`config.mk`:
```
export PLATFORM = sky130hd
export DESIGN_NAME = bridge_top
export DESIGN_NICKNAME = d
export VERILOG_FILES = /design/src/logic/bridge_pkg.sv /design/src/logic/startup_sequencer.sv /design/src/logic/dead_time_gen.sv /design/src/logic/gate_driver.sv /design/src/logic/bridge_top.sv
export SDC_FILE = /design/constraint.sdc
export NUM_CORES = 1
export LEC_CHECK = 0
export BUFFER_PORTS_ARGS = -buffer_cell sky130_fd_sc_hd__clkbuf_2
export CORE_MARGIN = 5
export CORE_UTILIZATION = 50
export DETAILED_ROUTE_END_ITERATION = 8
export GPL_ROUTABILITY_DRIVEN = 0
export PLACE_DENSITY = 0.73
export SYNTH_ARGS = -nofsm -noshare
export SYNTH_HDL_FRONTEND = slang
export SYNTH_HIERARCHICAL = 1
export SYNTH_SLANG_ARGS = --single-unit
```
`constraint.sdc`:
```
create_clock -name ADA_DCO -period 1.8 [get_ports ADA_DCO]
set_input_delay 0.09 -clock ADA_DCO [delete_from_list [all_inputs] [get_ports ADA_DCO]]
set_output_delay 0.09 -clock ADA_DCO [all_outputs]
set_load 0.02 [all_outputs]
```
`src/logic/bridge_pkg.sv`:
```
package bridge_pkg;

   // =========================================================================
   // dead time lengths, in ADA_DCO cycles
   // =========================================================================

   localparam int DT_CYC_80 = 80;
   localparam int DT_CYC_20 = 20;
   localparam int DT_CYC_40 = 40;
   localparam int DT_CYC_60 = 60;

   // per-switch run counter, wide enough for the longest dead time
   localparam int DT_W = 7;

   // =========================================================================
   // start-up sequence
   // =========================================================================

   // clock cycles per start-up tick
   localparam int STARTUP_DIV = 8;
   // boot ends once the tick count exceeds this
   localparam int ON_TICKS = 10;
   // normal switching once the tick count exceeds this
   localparam int VG_TICKS = 16;
   localparam int CNT_W = 8;

   // =========================================================================
   // types
   // =========================================================================

   // leg 1 is q1/q3, leg 2 is q2/q4
   typedef struct packed {
      logic q4;
      logic q3;
      logic q2;
      logic q1;
   } gate_t;

   typedef enum logic [1:0] {
      PH_OFF   = 2'b00,
      PH_BOOT  = 2'b01,
      PH_FORCE = 2'b10,
      PH_RUN   = 2'b11
   } phase_t;

   // codes match the switch encoding of the board
   typedef enum logic [1:0] {
      DT_80 = 2'b00,
      DT_40 = 2'b01,
      DT_20 = 2'b10,
      DT_60 = 2'b11
   } dt_sel_t;

   // both low sides on, bootstrap caps charging
   localparam gate_t GATE_BOOT  = '{q4: 1'b1, q3: 1'b1, q2: 1'b0, q1: 1'b0};
   // push the tank into sigma = 1
   localparam gate_t GATE_FORCE = '{q4: 1'b1, q3: 1'b0, q2: 1'b0, q1: 1'b1};

endpackage

```
`src/logic/startup_sequencer.sv`:
```
`timescale 1ns/1ps

module startup_sequencer
   import bridge_pkg::*;
(
   input  logic   ADA_DCO,
   input  logic   i_rst_n,
   input  logic   i_enable,
   output phase_t o_phase
);

   // =========================================================================
   // prescaler and tick counter
   // =========================================================================

   // cycle count inside the current tick
   logic [CNT_W-1:0] pre_cnt;
   // start-up ticks since enable
   logic [CNT_W-1:0] tick_cnt;

   logic pre_wrap;
   logic on_done;
   logic vg_done;
   logic cnt_en;

   // last cycle of a tick
   assign pre_wrap = (pre_cnt == CNT_W'(STARTUP_DIV - 1));

   // thresholds against the ON and VG tick counts
   assign on_done = (tick_cnt > CNT_W'(ON_TICKS));
   assign vg_done = (tick_cnt > CNT_W'(VG_TICKS));

   // counter freezes once VG is reached
   assign cnt_en = i_enable & ~vg_done;

   always_ff @(posedge ADA_DCO or negedge i_rst_n) begin
      if (!i_rst_n) begin
         pre_cnt  <= '0;
         tick_cnt <= '0;
      end else if (!i_enable) begin
         // disabled so the next enable starts from tick zero
         pre_cnt  <= '0;
         tick_cnt <= '0;
      end else if (cnt_en) begin
         if (pre_wrap) begin
            pre_cnt  <= '0;
            tick_cnt <= tick_cnt + 1'b1;
         end else begin
            pre_cnt <= pre_cnt + 1'b1;
         end
      end
   end

   // =========================================================================
   // phase decode
   // =========================================================================

   // look-ahead phase that the gate driver takes into a register
   // so the registered phase sees BOOT the cycle after enable is sampled
   always_comb begin
      if (!i_enable) begin
         o_phase = PH_OFF;
      end else if (vg_done) begin
         o_phase = PH_RUN;
      end else if (on_done) begin
         o_phase = PH_FORCE;
      end else begin
         o_phase = PH_BOOT;
      end
   end

   // a restart has to go through OFF since the counter only clears there
   property p_run_not_to_boot;
      @(posedge ADA_DCO) disable iff (!i_rst_n)
         (o_phase == PH_RUN) |=> (o_phase != PH_BOOT);
   endproperty

   a_run_not_to_boot: assert property (p_run_not_to_boot)
      else $error("startup_sequencer: phase went RUN -> BOOT without OFF");

endmodule

```
`src/logic/dead_time_gen.sv`:
```
`timescale 1ns/1ps

module dead_time_gen
   import bridge_pkg::*;
(
   input  logic    ADA_DCO,
   input  logic    i_rst_n,
   input  gate_t   i_gate_req,
   input  dt_sel_t i_dt_sel,
   output gate_t   o_gate
);

   // =========================================================================
   // dead time selection
   // =========================================================================

   logic [DT_W-1:0] dt_len;
   // run count at which the output may turn on
   logic [DT_W-1:0] dt_last;

   always_comb begin
      case (i_dt_sel)
         DT_80:   dt_len = DT_W'(DT_CYC_80);
         DT_40:   dt_len = DT_W'(DT_CYC_40);
         DT_20:   dt_len = DT_W'(DT_CYC_20);
         DT_60:   dt_len = DT_W'(DT_CYC_60);
         // longest one if the code is ever unknown
         default: dt_len = DT_W'(DT_CYC_80);
      endcase
   end

   assign dt_last = dt_len - 1'b1;

   // =========================================================================
   // per-switch delay on the rising edge
   // =========================================================================

   logic [3:0]      req_v;
   logic [3:0]      out_v;
   // consecutive high samples of each request, saturating
   logic [DT_W-1:0] run_cnt [4];

   assign req_v = i_gate_req;

   always_ff @(posedge ADA_DCO or negedge i_rst_n) begin
      if (!i_rst_n) begin
         for (int i = 0; i < 4; i++) begin
            run_cnt[i] <= '0;
            out_v[i]   <= 1'b0;
         end
      end else begin
         for (int i = 0; i < 4; i++) begin
            if (!req_v[i]) begin
               // falling edge goes straight through
               run_cnt[i] <= '0;
               out_v[i]   <= 1'b0;
            end else begin
               if (run_cnt[i] != '1) begin
                  run_cnt[i] <= run_cnt[i] + 1'b1;
               end
               // on at the Nth consecutive high sample
               // a new selection counts from the sample it is seen on
               out_v[i] <= (run_cnt[i] >= dt_last);
            end
         end
      end
   end

   assign o_gate = gate_t'(out_v);

   // =========================================================================
   // checks
   // =========================================================================

   // an output is only ever a delayed copy of its own request
   for (genvar g = 0; g < 4; g++) begin : g_chk
      a_out_needs_req: assert property (
         @(posedge ADA_DCO) disable iff (!i_rst_n)
            out_v[g] |-> $past(req_v[g])
      ) else $error("dead_time_gen: switch %0d on without request", g);
   end

endmodule

```
`src/logic/gate_driver.sv`:
```
`timescale 1ns/1ps

module gate_driver
   import bridge_pkg::*;
(
   input  logic   ADA_DCO,
   input  logic   i_rst_n,
   input  logic   i_enable,
   input  phase_t i_phase,
   input  gate_t  i_dt_gate,
   output gate_t  o_gate,
   output phase_t o_phase,
   output logic   o_fault
);

   // =========================================================================
   // pattern select and guard
   // =========================================================================

   // registered phase, also the status output
   phase_t phase_q;

   logic  leg1_short;
   logic  leg2_short;
   logic  short_any;
   gate_t sel_gate;
   gate_t safe_gate;

   // both switches of one leg requested together
   assign leg1_short = i_dt_gate.q1 & i_dt_gate.q3;
   assign leg2_short = i_dt_gate.q2 & i_dt_gate.q4;
   assign short_any  = leg1_short | leg2_short;

   // off / bootstrap / force sigma=1 / normal
   always_comb begin
      case (phase_q)
         PH_OFF:   sel_gate = '0;
         PH_BOOT:  sel_gate = GATE_BOOT;
         PH_FORCE: sel_gate = GATE_FORCE;
         PH_RUN:   sel_gate = i_dt_gate;
         default:  sel_gate = '0;
      endcase
   end

   // the short alert kills every phase, as on the board
   assign safe_gate = (short_any || !i_enable) ? gate_t'('0) : sel_gate;

   // =========================================================================
   // output register
   // =========================================================================

   always_ff @(posedge ADA_DCO or negedge i_rst_n) begin
      if (!i_rst_n) begin
         phase_q <= PH_OFF;
         o_gate  <= '0;
         o_fault <= 1'b0;
      end else begin
         phase_q <= i_phase;
         // gates trail the phase by one cycle
         o_gate  <= safe_gate;
         o_fault <= short_any;
      end
   end

   assign o_phase = phase_q;

   // boot and force patterns must be leg-safe as well as the guarded run one
   a_no_shoot_through: assert property (
      @(posedge ADA_DCO) disable iff (!i_rst_n)
         !((o_gate.q1 && o_gate.q3) || (o_gate.q2 && o_gate.q4))
   ) else $error("gate_driver: shoot-through on gates %b", o_gate);

endmodule

```
`src/logic/bridge_top.sv`:
```
`timescale 1ns/1ps

module bridge_top
   import bridge_pkg::*;
(
   input  logic    ADA_DCO,
   input  logic    i_rst_n,
   input  logic    i_enable,
   input  gate_t   i_gate_req,
   input  dt_sel_t i_dt_sel,
   output gate_t   o_gate,
   output phase_t  o_phase,
   output logic    o_fault
);

   // =========================================================================
   // internal wires
   // =========================================================================

   // look-ahead start-up phase
   phase_t phase;
   // requested pattern after dead time
   gate_t  dt_gate;

   // =========================================================================
   // blocks
   // =========================================================================

   // bootstrap charge, force, then run
   startup_sequencer u_startup_sequencer (
      .ADA_DCO  (ADA_DCO),
      .i_rst_n  (i_rst_n),
      .i_enable (i_enable),
      .o_phase  (phase)
   );

   // delay on every rising gate edge
   dead_time_gen u_dead_time_gen (
      .ADA_DCO    (ADA_DCO),
      .i_rst_n    (i_rst_n),
      .i_gate_req (i_gate_req),
      .i_dt_sel   (i_dt_sel),
      .o_gate     (dt_gate)
   );

   // pattern mux, guard, enable and the output flops
   gate_driver u_gate_driver (
      .ADA_DCO   (ADA_DCO),
      .i_rst_n   (i_rst_n),
      .i_enable  (i_enable),
      .i_phase   (phase),
      .i_dt_gate (dt_gate),
      .o_gate    (o_gate),
      .o_phase   (o_phase),
      .o_fault   (o_fault)
   );

endmodule

```
# ---- Word-level counts from Yosys, hierarchy flattened
# Index checks and enable logic that the tools add are counted.
dict set report totals {
  in_bits 9
  out_inout_bits 7
  register_bits 55
  word_cells 77
}
dict set report classes {
  n_bitwise 5
  addsub 7
  muxes 24
  n_lt_le_gt_ge 6
  eq_ne 17
  reduce_logical 5
}
# cell count
set ops {}
lappend ops {{7-bit two-way mux} 8}
lappend ops {{8-bit two-way mux} 6}
lappend ops {{7-bit by 1-bit adder with 7-bit output (second input constant)} 4}
lappend ops {{7-bit >= comparator} 4}
lappend ops {{7-bit inequality test (second input constant)} 4}
lappend ops {{7-bit case mux with 4 select lines} 1}
lappend ops {{8-bit by 1-bit adder with 8-bit output (second input constant)} 2}
lappend ops {{4-bit case mux with 4 select lines} 1}
lappend ops {{2-bit by 1-bit inequality test with 1-bit output (second input constant)} 6}
lappend ops {{2-bit == test (second input constant)} 4}
lappend ops {{8-bit by 3-bit == test with 1-bit output (second input constant)} 1}
lappend ops {{8-bit by 4-bit greater-than comparator with 1-bit output (second input constant)} 1}
lappend ops {{8-bit by 5-bit greater-than comparator with 1-bit output (second input constant)} 1}
lappend ops {{7-bit by 1-bit subtractor with 7-bit output (second input constant)} 1}
lappend ops {{2-bit two-way mux} 3}
lappend ops {{2-bit by 1-bit == test with 1-bit output (second input constant)} 2}
lappend ops {{2-bit logical NOT} 2}
lappend ops {{1-bit two-way mux} 4}
lappend ops {{4-bit two-way mux} 1}
lappend ops {{1-bit AND} 3}
lappend ops {{2-bit AND reduction} 1}
lappend ops {{1-bit logical NOT} 1}
lappend ops {{1-bit logical OR} 1}
lappend ops {{1-bit NOT} 1}
lappend ops {{1-bit OR} 1}

# ---- Depth between registers and ports, before layout
# Gate-level depths: netlist of run 1.
dict set report logic_depth {
  depth_word 5
  mapped_depth 9
}

# ---- Cells and area by module
# Netlist of run 1, hierarchy kept.
# module area_per_inst_um2 instances seq_area_each_um2 cells_per_inst
set by_module_without_submodules {}
lappend by_module_without_submodules {dead_time_gen 1954.4 1 800.8 183}
lappend by_module_without_submodules {startup_sequencer 833.3 1 400.4 89}
lappend by_module_without_submodules {gate_driver 276.5 1 175.2 18}

# ---- Worst setup path before layout of run 1
# No wires, ideal clock.
dict set report synth_path {
  path_kind {register to register}
  startpoint {register u_startup_sequencer.tick_cnt[1]}
  endpoint {register u_startup_sequencer.pre_cnt[7]}
  setup_time_ps 78
  required_time_ps 1722
  arrival_time_ps 1853
  setup_slack_ps -131
  stages_incl_launch_ff 5
  cell_sequence {dfrtp_1 o41a_1 or3_1 or4_1 a21oi_1}
}
dict set report synth_via {
  elab_chain_len 4
}
# element line
set synth_lines {}
lappend synth_lines {{start, declared} startup_sequencer.sv:19} ;# logic [CNT_W-1:0] tick_cnt;
lappend synth_lines {{start signal, assigned} startup_sequencer.sv:47} ;# tick_cnt <= tick_cnt + 1'b1;
lappend synth_lines {{8-bit by 5-bit greater-than comparator with 1-bit output} startup_sequencer.sv:31} ;# assign vg_done = (tick_cnt > CNT_W'(VG_TICKS));
lappend synth_lines {{1-bit NOT} startup_sequencer.sv:34} ;# assign cnt_en = i_enable & ~vg_done;
lappend synth_lines {{1-bit AND} startup_sequencer.sv:34}
lappend synth_lines {{2-bit by 1-bit inequality test with 1-bit output (no line)} -}
lappend synth_lines {{end signal, assigned} startup_sequencer.sv:49} ;# pre_cnt <= pre_cnt + 1'b1;
lappend synth_lines {{end, declared} startup_sequencer.sv:17} ;# logic [CNT_W-1:0] pre_cnt;
# No other way between the ends.
# A chain may end at the register's enable or synchronous reset.

# ---- Final worst setup path of run 1
dict set report layout_path {
  startpoint {register u_startup_sequencer.tick_cnt[2]}
  endpoint {register u_startup_sequencer.pre_cnt[7]}
}
# The elaborated chain is that of the path after synthesis.

==> results of run 1 <==
==> layer usage <==
layer	wire (microns)	up-vias	track usage (%)	part of all wire [%]
li1	-	1150	-	-
met1	2720	1088	23.36	49
met2	2479	54	24.13	45
met3	301	6	2.980	5.4
met4	36	0	3.297	0.65
met5	0	-	0	0
==> sequential cells by signal, summed over array words and instances, names as in the netlist <==
register / count
u_dead_time_gen/run_cnt: 28
u_startup_sequencer/pre_cnt: 8
u_startup_sequencer/tick_cnt: 8
u_dead_time_gen/o_gate: 4
u_gate_driver/o_gate: 4
u_gate_driver/o_phase: 2
u_gate_driver/o_fault: 1
==> final cells by class <==
cell class / count / area [sq um]
Fill cell: 522 / 2516
Timing Repair Buffer: 30 / 202.7
Inverter: 9 / 33.78
Sequential cell: 55 / 1376
Clock inverter: 2 / 12.51
Tap cell: 75 / 93.84
Clock buffer: 6 / 72.57
Multi-Input combinational cell: 220 / 1648
==> worst reg2reg max path: stages (launching register included) <==
cell     delay (ns)
dfrtp_1        0.42
o41a_1         0.42
or3_4          0.34
or4_4          0.49
a21oi_2        0.12
==> logic make-up (layout without fill, tap and decap cells) <==
family	Yosys count	in the layout	synth area share, %
mux	6	6	1.960
compound gates	76	76	16.66
xor+xnor	14	14	4.002
buf+inv	15	47	1.878
simple gates	98	98	19.97
flops	55	55	44.92
fa+ha+maj	26	26	10.62
==> worst paths after layout <==
path / from / to / slack, ns / depth (start not counted)
setup / recovery: u_startup_sequencer/tick_cnt[2] / u_startup_sequencer/pre_cnt[7] / -0.05 / 4
hold / removal: i_gate_req[0] / u_dead_time_gen/o_gate[0] / 0.07 / 2
setup reg to reg: u_startup_sequencer/tick_cnt[2] / u_startup_sequencer/pre_cnt[7] / -0.05 / 4
hold reg to reg: u_dead_time_gen/run_cnt[26] / u_dead_time_gen/run_cnt[26] / 0.52 / 1
max in group asynchronous: i_rst_n / u_dead_time_gen/run_cnt[24] / 0.87 / 3
min in group asynchronous: i_rst_n / u_startup_sequencer/pre_cnt[7] / 0.34 / 2
==> through the flow <==
stage	TNS, ns	cell area (sq um)	worst slack, ns
final	-0.04907	3440	-0.04907
after global routing	-0.4217	3440	-0.1172
after CTS	-0.03955	3415	-0.03955
after detailed placement	-0.08070	3312	-0.08070
after global placement	-0.04209	3312	-0.04209
after floorplan	-0.08300	3065	-0.08300
==> cells in the mapped netlist (4+ instances only) <==
library cell  instances  share of area, %
o21ai_0              15               2.4
o2111ai_1             8               2.3
nand2_1              11               1.3
xnor2_1               5               1.4
dfrtp_1              55                45
nand3_1              17               2.8
nor2b_1              10               2.0
or3_1                 4              0.82
inv_1                 9               1.1
nand4_1               6               1.2
a31oi_1              14               2.9
ha_1                 26                11
clkbuf_1              5              0.61
mux2i_1               6               2.0
xor2_1                9               2.6
o21a_1                4              0.98
a21o_1                4              0.98
and2_1               13               2.7
a21oi_1              16               2.6
a41oi_1               4               1.1
a211oi_1              4              0.98
nor2_1               13               1.6
==> report_power, final <==
group | internal, uW | switching (uW) | leakage, uW
Clock | 273 | 390 | 0.0000412
Combinational | 83.0 | 122 | 0.000878
Sequential | 1270 | 35.4 | 0.000751
==> timing repair <==
action,CTS,global route
resized for setup,0,4
pin swaps,1,0
endpoints found under the hold margin,26,0
setup endpoints to repair,1,6
gates cloned,0,0
hold buffers,1,0
buffers inserted,1,1
==> run summary, run 1 <==
The run finished, with violations left. The checks that failed: setup timing. Dividing total power by cell area gives a power density of 630.4 mW/mm^2. The clock transition at the registers of the reported paths works out to 0.10 ns. The final route contains 2298 vias. Data on the critical path arrives at its endpoint at 2.09 ns. The startpoint type of the worst setup path was a flip-flop. The max-slew violation count was 0; the post-route clock period utilization was 102.7%.

The logs give 55 for the clock sink count and 356 for the layout net count. The x dimension of the die is 88.29 microns. After synthesis the cells add up to 0.003064 sq mm.

The worst hold-check slack came out at 0.06929 ns. The kind of path behind the tightest hold check is in2reg. For this run, asynchronously set or reset flops after synthesis account for 100.0%. Setup repair after global routing could not meet its margin everywhere.

Number of distinct standard cells referenced by the synthesized netlist: 42. At the end of the flow the core is filled with cells to 57.75%. Global-route wire length before repair: 9956 microns.

Type of the setup path with the least slack: reg2reg. The signal on the critical path passes through o41a_1, or3_4, or4_4, a21oi_2. TritonCTS built the clock tree. The count of max-cap constraint violations is 0.

The total I/O pin count was 16; the final critical-path required period was 1.849 ns. After detailed routing, the number of remaining DRC violations is 0. The logs give 0 for the total grt overflow and 2.04 ns for the critical path data required time. The final routed wire length divided by cell count is 13.95 microns.

Clock skew on the completed layout was measured at 0.008518 ns. At the pin with the least slew margin, the transition time is 0.6791 ns. Among all stages on the critical path, the largest delay is contributed by or4_4. Clock tree synthesis selected as its root buffer the cell clkbuf_8. Commonest non-fill, non-tap cell in the layout: dfrtp_1. Most instantiated flip-flop cell in the synthesis netlist: dfrtp_1. STA classifies the critical path endpoint as a flip-flop.

Before antenna repair, the detailed router went through 4 iterations. The final routed wirelength across all metal layers was 5538 microns; the final cell count without fillers was 397. The number of warnings issued by yosys was 6; the final number of hold-violating endpoints was 0. The antenna diode count came out at 0.

The critical path contains buffers and inverters numbering 0 combined. In this run the remaining antenna-violating nets after routing total 0. Once the floorplan was initialized, standard cells occupied 51.45% of the core. The reported leakage power came out at 0.001671 uW.

The run gives 1 as the final-report setup violation count. The insertion delay of the later-clocked pin in the worst-skew pair is 0.30 ns, and the smallest setup slack after layout is -0.04907 ns. Input and output buffers added on the ports amount to 15.

The average size of a mapped cell is 10.57 sq um. The share of synthesized area occupied by flip-flops and latches is 44.92%. The via count of the first global-routing pass is 2158. The worst pin sits at a relative slew slack of 54.73%. In this run, CTS created clock tree buffers numbering 5. Among cell families on the critical path, the largest total delay comes from simple AND/OR/NAND/NOR gates. The via count normalized by instance count was 5.788.

The maximum net fanout on the critical path came out at 3. The synthesized flop and latch total works out to 55. The floorplan die height was 88.29 microns.

In the final layout, the share of cells above drive strength 1 is 17.08%. The clock passes through at most 2 buffers. The tools report the number of cells in the design after placement as 386. Across the VDD grid, the largest voltage drop is 291.2 uV.

The synthesized design contains 0 enable-type register cells. In this run the number of H-tree levels came out at 2. The floorplan step defined a die boundary enclosing 0.007794 sq mm.

After the first detailed-routing iteration, the DRC count stood at 91. Across every metal layer, demand over resource in global routing totals 15.73%. Entering global routing, the biggest net connects 30 pins. For the overall power of the completed layout, the log shows 2168 uW. The placed wire-length estimate was 3996 microns; the maximum cell stage delay along the critical path was 0.49 ns. Compared with the post-synthesis result, the final layout area differs by 12.25%. The number of antenna violations at the first check in global routing came out at 0. The number of nets in the synthesized netlist is 325. Leaving out fill and tap cells, the most frequent cells in the layout are 55 x dfrtp_1, 26 x ha_1, 17 x nand3_1. Synthesis produced a netlist whose cell count is 290.

In this run the standard cell core region covers 0.005956 sq mm. The number of core rows is 28, and the upper clock frequency limit is 540.8 MHz.
Power figures use the tool's default switching activity.
==> run 2: changes to the inputs <==
Settings changed: CORE_MARGIN 5 to 1.5.
==> run 2 against run 1 <==
  * The run still ends with setup timing left
  * Die area is 15% lower
  * Maximum frequency fell by 0.29%
  * Clock skew grew 0.0031 ns
  * Sequential power hardly changed
  * Wire length is 2.8% higher
  * Utilization increased by 1.2 points
  * Sequential cell count unchanged
  * Design area increased by 1.4%
  * Register-to-register slack is essentially flat
  * Worst hold slack better by 0.00077 ns
==> run summary, run 2 (synthesized netlist as in run 1, its figures left out) <==
The flow ran to the end, but the final reports show violations. The checks that failed: setup timing. The tools report the register-to-register setup slack as -0.05 ns.

In this run the top signal layer used is met4. The run gives 0.001376 sq mm as the combined flip-flop and latch cell area. TritonCTS built the clock tree.

Count of max-cap constraint violations: 0. For the via count of the first global-routing pass, the log shows 2205. The final-report setup violation count came out at 1.

The later pin in the worst-skew pair is clocked with a latency of 0.31 ns. The multi-input logic area is 0.001680 sq mm, and the count of input and output buffers is 15. For the detailed-routing wirelength on met1, the log shows 2776 microns. The top cell types in the final layout, fill and taps aside, are 55 x dfrtp_1, 26 x ha_1, 17 x nand3_1. The first TritonRoute pass finished after 4 iterations.

Global routing finished with a remaining overflow of 0. The first global-routing pass estimated 9908 microns of wire. Number of antenna violations at the first check in global routing: 0. The run gives -0.05442 ns as the smallest setup slack after layout. Headroom to the max-slew limit came out at 71.85%.

The tools report the placeable core area as 0.005921 sq mm. In the finished design, the share of the clock period the worst path needs comes to 103.0%. Compared with the post-synthesis result, the final layout area differs by 13.84%. The layout net count came out at 358.

The register containing the most flip-flops in the final layout was u_dead_time_gen/run_cnt. Across the VDD grid, the largest voltage drop is 397.3 uV. The logs give 0 for the post-route DRC violation count and 2656 microns for the met2 layer wire length in the routed design. Entering global routing, the biggest net connects 29 pins. The tree is rooted in a clkbuf_8. The share of final-layout standard cells stronger than drive strength 1 was 19.14%. The max-slew violation count was 0.

Timing would allow up to 539.3 MHz. The path class of the tightest hold or removal check is in2reg. STA puts the critical path data required time at 2.05 ns. The floorplan die height is 81.29 microns. The slowest stage of the critical path belongs to the cell or4_4.

The register with the most flip-flops in the layout has 28 of them. For this block, the routed nets add up to 5693 microns of wire. Summed over all cells, the static leakage comes to 0.001694 uW. The clock transition at the registers of the reported paths was 0.10 ns; the worst hold-check slack was 0.07006 ns. The number of buffers inserted during clock tree synthesis came out at 5. STA classifies the critical path endpoint as a flip-flop. After legalization and detailed placement, the total HPWL measured 4057 microns. For this run, the number of standard cells in the final layout without fillers is 399. From left edge to right edge, the die measures 81.29 microns. Clock tree synthesis found a total of 55 sinks. Routed via count: 2312. Walking the worst path, the cells encountered are o41a_1, or3_1, or4_4, a21oi_2.

The data arrival at the endpoint of the critical path is 2.10 ns, and the antenna diode count is 0. The run gives 507 as the count of filler cells inserted in the layout. In the final routed layout, each cell accounts on average for 14.27 microns. For the final number of hold-violating endpoints, the log shows 0.

The logs give 388 for the number of cells in the design after placement and 0 for the number of routed nets with antenna violations. The floorplan has 28 rows. Pin placement for this block handled 16 I/O pins. The worst path needs 1.854 ns of the cycle, external delays included. The critical path is of the reg2reg type. The detailed router finished its first iteration with 92 violations. The actual slew at the worst max-slew pin works out to 0.4218 ns. For this design the ratio of total power to cell area is 639.7 mW/mm^2.

The die covers 0.006607 sq mm. Global routing used 19.46% of the available tracks across all layers. On the worst path, the slowest cell contributes a delay of 0.49 ns. The via count normalized by instance count works out to 5.794. The final setup skew is 0.01159 ns. Detailed routing placed a total of 217 microns of wire on met3. Startpoint type of the worst setup path: a flip-flop. The maximum net fanout on the critical path is 3. The H-tree generated during clock tree synthesis spans 2 levels. The library cell used most frequently in the layout, excluding fill and tap cells, is dfrtp_1.

The initial core utilization came out at 51.75%. In the final layout, the registers with the most flip-flops are u_dead_time_gen/run_cnt (28), u_startup_sequencer/pre_cnt (8), u_startup_sequencer/tick_cnt (8). For the number of buffers on the longest clock path, the log shows 2. Setup repair after global routing could not meet its margin everywhere.
-- run 2: area by class of cell --
type                            instances  area share (%)
Inverter                                9          0.9684
Tap cell                               75           2.690
Clock inverter                          2          0.4663
Timing Repair Buffer                   32           5.882
Sequential cell                        55           39.45
Clock buffer                            6           2.367
Multi-Input combinational cell        220           48.17
-- run 2: per-stage QoR --
stage	setup TNS, ns	total power, uW	util, %	area, sq um	setup slack [ns]
4_1_cts	-0.03944	2262	58.16	3443	-0.03944
2_1_floorplan	-0.08300	1444	-	3065	-0.08300
6_report	-0.05442	2231	58.92	3488	-0.05442
3_3_place_gp	-0.004024	1521	55.98	3314	-0.004024
3_5_place_dp	-0.04535	1532	55.98	3314	-0.04535
5_1_grt	-0.3338	2361	58.92	3488	-0.1352
-- run 2: worst paths after layout --
path	start	endpoint	cells past startpoint
max	u_startup_sequencer/tick_cnt[1]	u_startup_sequencer/pre_cnt[7]	4
min	i_gate_req[0]	u_dead_time_gen/o_gate[0]	2
max reg2reg	u_startup_sequencer/tick_cnt[1]	u_startup_sequencer/pre_cnt[7]	4
min reg2reg	u_startup_sequencer/tick_cnt[5]	u_startup_sequencer/tick_cnt[5]	1
max in group asynchronous	i_rst_n	u_dead_time_gen/run_cnt[15]	3
min in group asynchronous	i_rst_n	u_startup_sequencer/pre_cnt[5]	3
-- run 2: power breakdown --
part / switching [uW] / leakage [uW] / internal, uW
Sequential: 36.3 / 0.000751 / 1270
Combinational: 123 / 0.000895 / 82.3
Clock: 409 / 0.0000474 / 315
-- run 2: critical path, delay by kind of cell (launching register included) --
family	cells	cell delay [ns]
and+or+nand+nor	2	0.82
AOI/OAI and AO/OA	2	0.55
DFF	1	0.42
-- run 2: routing by layer --
layer | up-vias | global-route usage, %
li1 | 1157 | -
met1 | 1111 | 25.60
met2 | 40 | 31.16
met3 | 4 | 4.719
met4 | 0 | 6.724
met5 | - | 0
-- run 2: what timing repair did --
item / in CTS / in global routing
hold buffers: 1 / 0
endpoints found under the setup margin: 3 / 6
endpoints found under the hold margin: 55 / 0
gates resized for setup: 2 / 8
buffers inserted: 1 / 1
pin swaps: 2 / 2
==> run 3: changes to the inputs <==
Settings changed: SYNTH_HIERARCHICAL 1 to default.
==> run 3 against run 2 <==
  * The run still ends with setup timing left
  * Utilization grew 2.1 points
  * Global-route usage up 0.36 points
  * Sequential cell count unchanged
  * Area after synthesis shrank 0.86%
  * Die area fell by 0.83%
==> run summary, run 3 <==
The number of antenna violations at the first check in global routing is 0, and the routed via count is 2423. The fraction of the mapped netlist area in compound gates is 14.87%, and the post-route DRC violation count is 0. The nature of the critical path endpoint was a flip-flop. In this run the worst hold path is classified as in2reg. By area the synthesized netlist is led by dfrtp_1 45%, ha_1 12%, mux2i_1 3.3%, xnor2_1 3.2%, nor2_1 3.0%. Summing all flip-flop and latch instances after layout gives 0.001376 sq mm. The largest registers in the layout are u_dead_time_gen.run_cnt (28), u_startup_sequencer.pre_cnt (8), u_startup_sequencer.tick_cnt (8).

After Yosys synthesis, and, or, nand and nor cells account for 18.29% of the synthesized area. For the number of H-tree branching levels, the log shows 2. The logs give 102 for the starting DRC count in detailed routing and 55 for the clock sink count. The most instantiated flip-flop cell in the synthesis netlist is dfrtp_1. The cell area that synthesis handed to floorplanning was 0.003038 sq mm.

dfrtp_1 is the most common cell in the netlist. In this design, the largest share of critical-path delay is due to simple AND/OR/NAND/NOR gates. The placeable core area was 0.005886 sq mm; the depth of the critical timing path with buffers and inverters included was 4. For the number of distinct standard cells referenced by the synthesized netlist, the log shows 42. Headroom to the max-slew limit came out at 62.70%.

Across every metal layer, demand over resource in global routing totals 19.81%. The number of buffers and inverters on the critical path is 0. No sink is reached through more buffers than the 2 on the longest clock path. For this design the ratio of total power to cell area is 623.2 mW/mm^2. The floorplan die height was 80.95 microns; the placed wire-length estimate was 4408 microns. The maximum number of pins on one net before global-route repair is 24, and the max-slew violation count is 0. The run gives -0.20 ns as the register-to-register setup slack. The tools report the hold path startpoint as i_gate_req[2].

The library cells used most frequently in the layout, excluding fill and tap cells, are 55 x dfrtp_1, 28 x ha_1, 28 x buf_4. The run finished, with violations left. Combinational family with the most area after synthesis: simple AND/OR/NAND/NOR gates.

X dimension of the die: 80.95 microns. Pin placement for this block handled 16 I/O pins. Counting the buffers created by CTS gives 5.

The number of antenna diodes in the final layout is 0. Using the TritonRoute via totals, the vias-per-cell ratio works out to 5.674. Global-route wire length before repair: 10070 microns. The synthesized design devotes to its leading area cell type 45.30% of total area. The endpoint identified for the worst register-to-register timing path is u_startup_sequencer.tick_cnt[3]. The tool flagged a number of max-cap violations equal to 0. The cell type of the slowest stage on the worst timing path was or4_4. After clock tree synthesis, the clock-pin slew on the worst setup and hold paths is 0.10 ns.

For the number of routed nets with antenna violations, the log shows 0. The root buffer cell chosen for the clock tree is clkbuf_8. Row generation in the floorplan step produced 28 rows.

After Yosys synthesis, full adders, half adders and majority gates account for 11.53% of the synthesized area. The setup path with the least slack is of type reg2reg. The logs give 507 for the count of filler cells inserted in the layout and 305.4 uV for the peak ir drop on the vdd network. The library cell used most frequently in the layout, excluding fill and tap cells, is dfrtp_1.

For the critical path data required time, the log shows 2.04 ns. In this run the mean area of a mapped cell was 9.993 sq um. STA classifies the critical path startpoint as a flip-flop. By count the netlist is led by 55 x dfrtp_1, 28 x ha_1, 24 x nor2_1.

The total grt overflow was 0; the actual slew at the worst max-slew pin was 0.5595 ns. The number of optimization iterations in the first detailed-route pass came out at 4. The tools report the number of warnings issued by yosys as 0.

The smallest setup slack after layout was -0.1954 ns; the maximum cell stage delay along the critical path was 0.54 ns. The die covers 0.006552 sq mm. Port buffering added 15 buffers. Timing analysis after detailed placement gives a worst setup slack of -0.1467 ns. The tools report the final design instance area without fill as 0.003591 sq mm. The register with the most flip-flops in the layout has 28 of them. The portion of synthesized area spent on multiplexers is 3.295%.

After synthesis, the share of flip-flops with an asynchronous set or reset is 100.0%. The via count of the first global-routing pass was 2296. Counting flops per register, the top entry is u_dead_time_gen.run_cnt. Yosys mapped a number of flops with a built-in enable equal to 0.

The final-report setup violation count came out at 9. The final critical-path required period is 1.995 ns. The final routed wirelength across all metal layers was 6058 microns.

The most critical setup path has its endpoint at u_startup_sequencer.tick_cnt[3]. The synthesized flop and latch total works out to 55. The final reports fail on setup timing. The tools report the launch instance of the worst register-to-register path as u_startup_sequencer.pre_cnt[4].

In the final routed layout, each cell accounts on average for 14.19 microns. Once the floorplan was initialized, standard cells occupied 51.62% of the core. Maximum net fanout on the critical path: 2. The signal on the critical path passes through or4_4, or3_4, or4_1, a21boi_1. The area share of xor/xnor cells in the synthesized design was 4.325%; the share of synthesized area occupied by flip-flops and latches was 45.30%. The upper clock frequency limit was 501.2 MHz; the post-placement cell area was 0.003416 sq mm. In this run the static leakage power is 0.001737 uW.

The insertion delay of the later-clocked pin in the worst-skew pair was 0.31 ns; the number of cells produced by synthesis was 304. The accumulated negative setup slack is -1.221 ns, and the multi-input logic area is 0.001655 sq mm. Setup repair after global routing could not meet its margin everywhere.

The number of nets in the synthesized netlist is 341. Cells with a size suffix above 1 make up 18.75% of the layout. TritonCTS built the clock tree. The cell type contributing the most total cell area after synthesis is dfrtp_1.

Counting cells, the worst reg-to-reg path comes to 4. For this run, the share of the core covered by cells in the final layout is 61.01%. In this run the worst setup path begins at u_startup_sequencer.pre_cnt[4]. The run gives 0.009955 ns as the final setup skew. The tools report the final number of hold-violating endpoints as 0. The final layout contains 389 nets. Data on the critical path arrives at its endpoint at 2.23 ns. After layout, the worst path uses 110.9% of the clock period.

Compared with the post-synthesis result, the final layout area differs by 18.20%.
[run 3: cell types whose count changed in the layout (fill, tap and decap cells not counted), sizes merged, moves of 5 or more]
| cell | delta |
|---|---|
| buf | +15 |
| nand2 | +10 |
| nor2 | +10 |
| o2111ai | -7 |
| xnor2 | +6 |
| and2 | -5 |
| nand4 | -5 |
| xor2 | -5 |
[run 3: worst min-delay path by stage]
stage | cells after the start | slack (ns) | endpoint
floorplan | 0 | -0.21 | u_dead_time_gen.o_gate[0]
global placement | 1 | 0.1 | u_dead_time_gen.run_cnt[14]
detailed placement | 1 | 0.10 | u_dead_time_gen.run_cnt[18]
CTS | 3 | 0.05 | u_dead_time_gen.run_cnt[16]
global route | 3 | 0.07 | u_dead_time_gen.run_cnt[11]
finish | 3 | 0.06 | u_dead_time_gen.run_cnt[11]
[run 3: where the power goes]
part           switching (uW)  total (uW)  internal, uW
clock network             392         695           303
registers                33.9        1300          1270
logic                     136         243           108
[run 3: timing repair]
action	in CTS	in global routing
gates resized for setup	9	9
setup buffers	1	1
endpoints found under the setup margin	11	13
pin swaps	1	2
hold buffers	1	0
hold endpoints to repair	21	0
[run 3: layer usage]
metal	wire length, microns	GRT usage, %
met1	2828	24.75
met2	2907	33.67
met3	195	3.708
met4	127	7.931
met5	0	0
[run 3: logic make-up after synthesis]
family                   count (synthesis)
AND/OR/NAND/NOR                        107
AO/OA/AOI/OAI                           70
flip-flops                              55
adder cells (fa/ha/maj)                 28
buffers and inverters                   19
XOR/XNOR                                15
multiplexers                            10
[run 3: worst min-delay path, cell delays in order]
cell and delay [ns]:
clkbuf_2 0.12, o21ai_0 0.08, a31oi_1 0.04
[run 3: cell type report]
type	count	area share, %
clock buffers	6	2.300
clock inverters	1	0.1394
inverters	13	1.359
multi-input cells	230	46.10
flip-flops and latches	55	38.33
well taps	75	2.613
repair buffers	47	9.164
[run 3: metrics by stage]
stage / instances / hold slack (ns) / total power [uW]
after floorplan: 304 / -0.2056 / 1446
after global placement: 417 / 0.09695 / 1548
after detailed placement: 417 / 0.1038 / 1562
after CTS: 426 / 0.04770 / 2255
after global routing: 427 / 0.07162 / 2352
final: 427 / 0.06134 / 2238
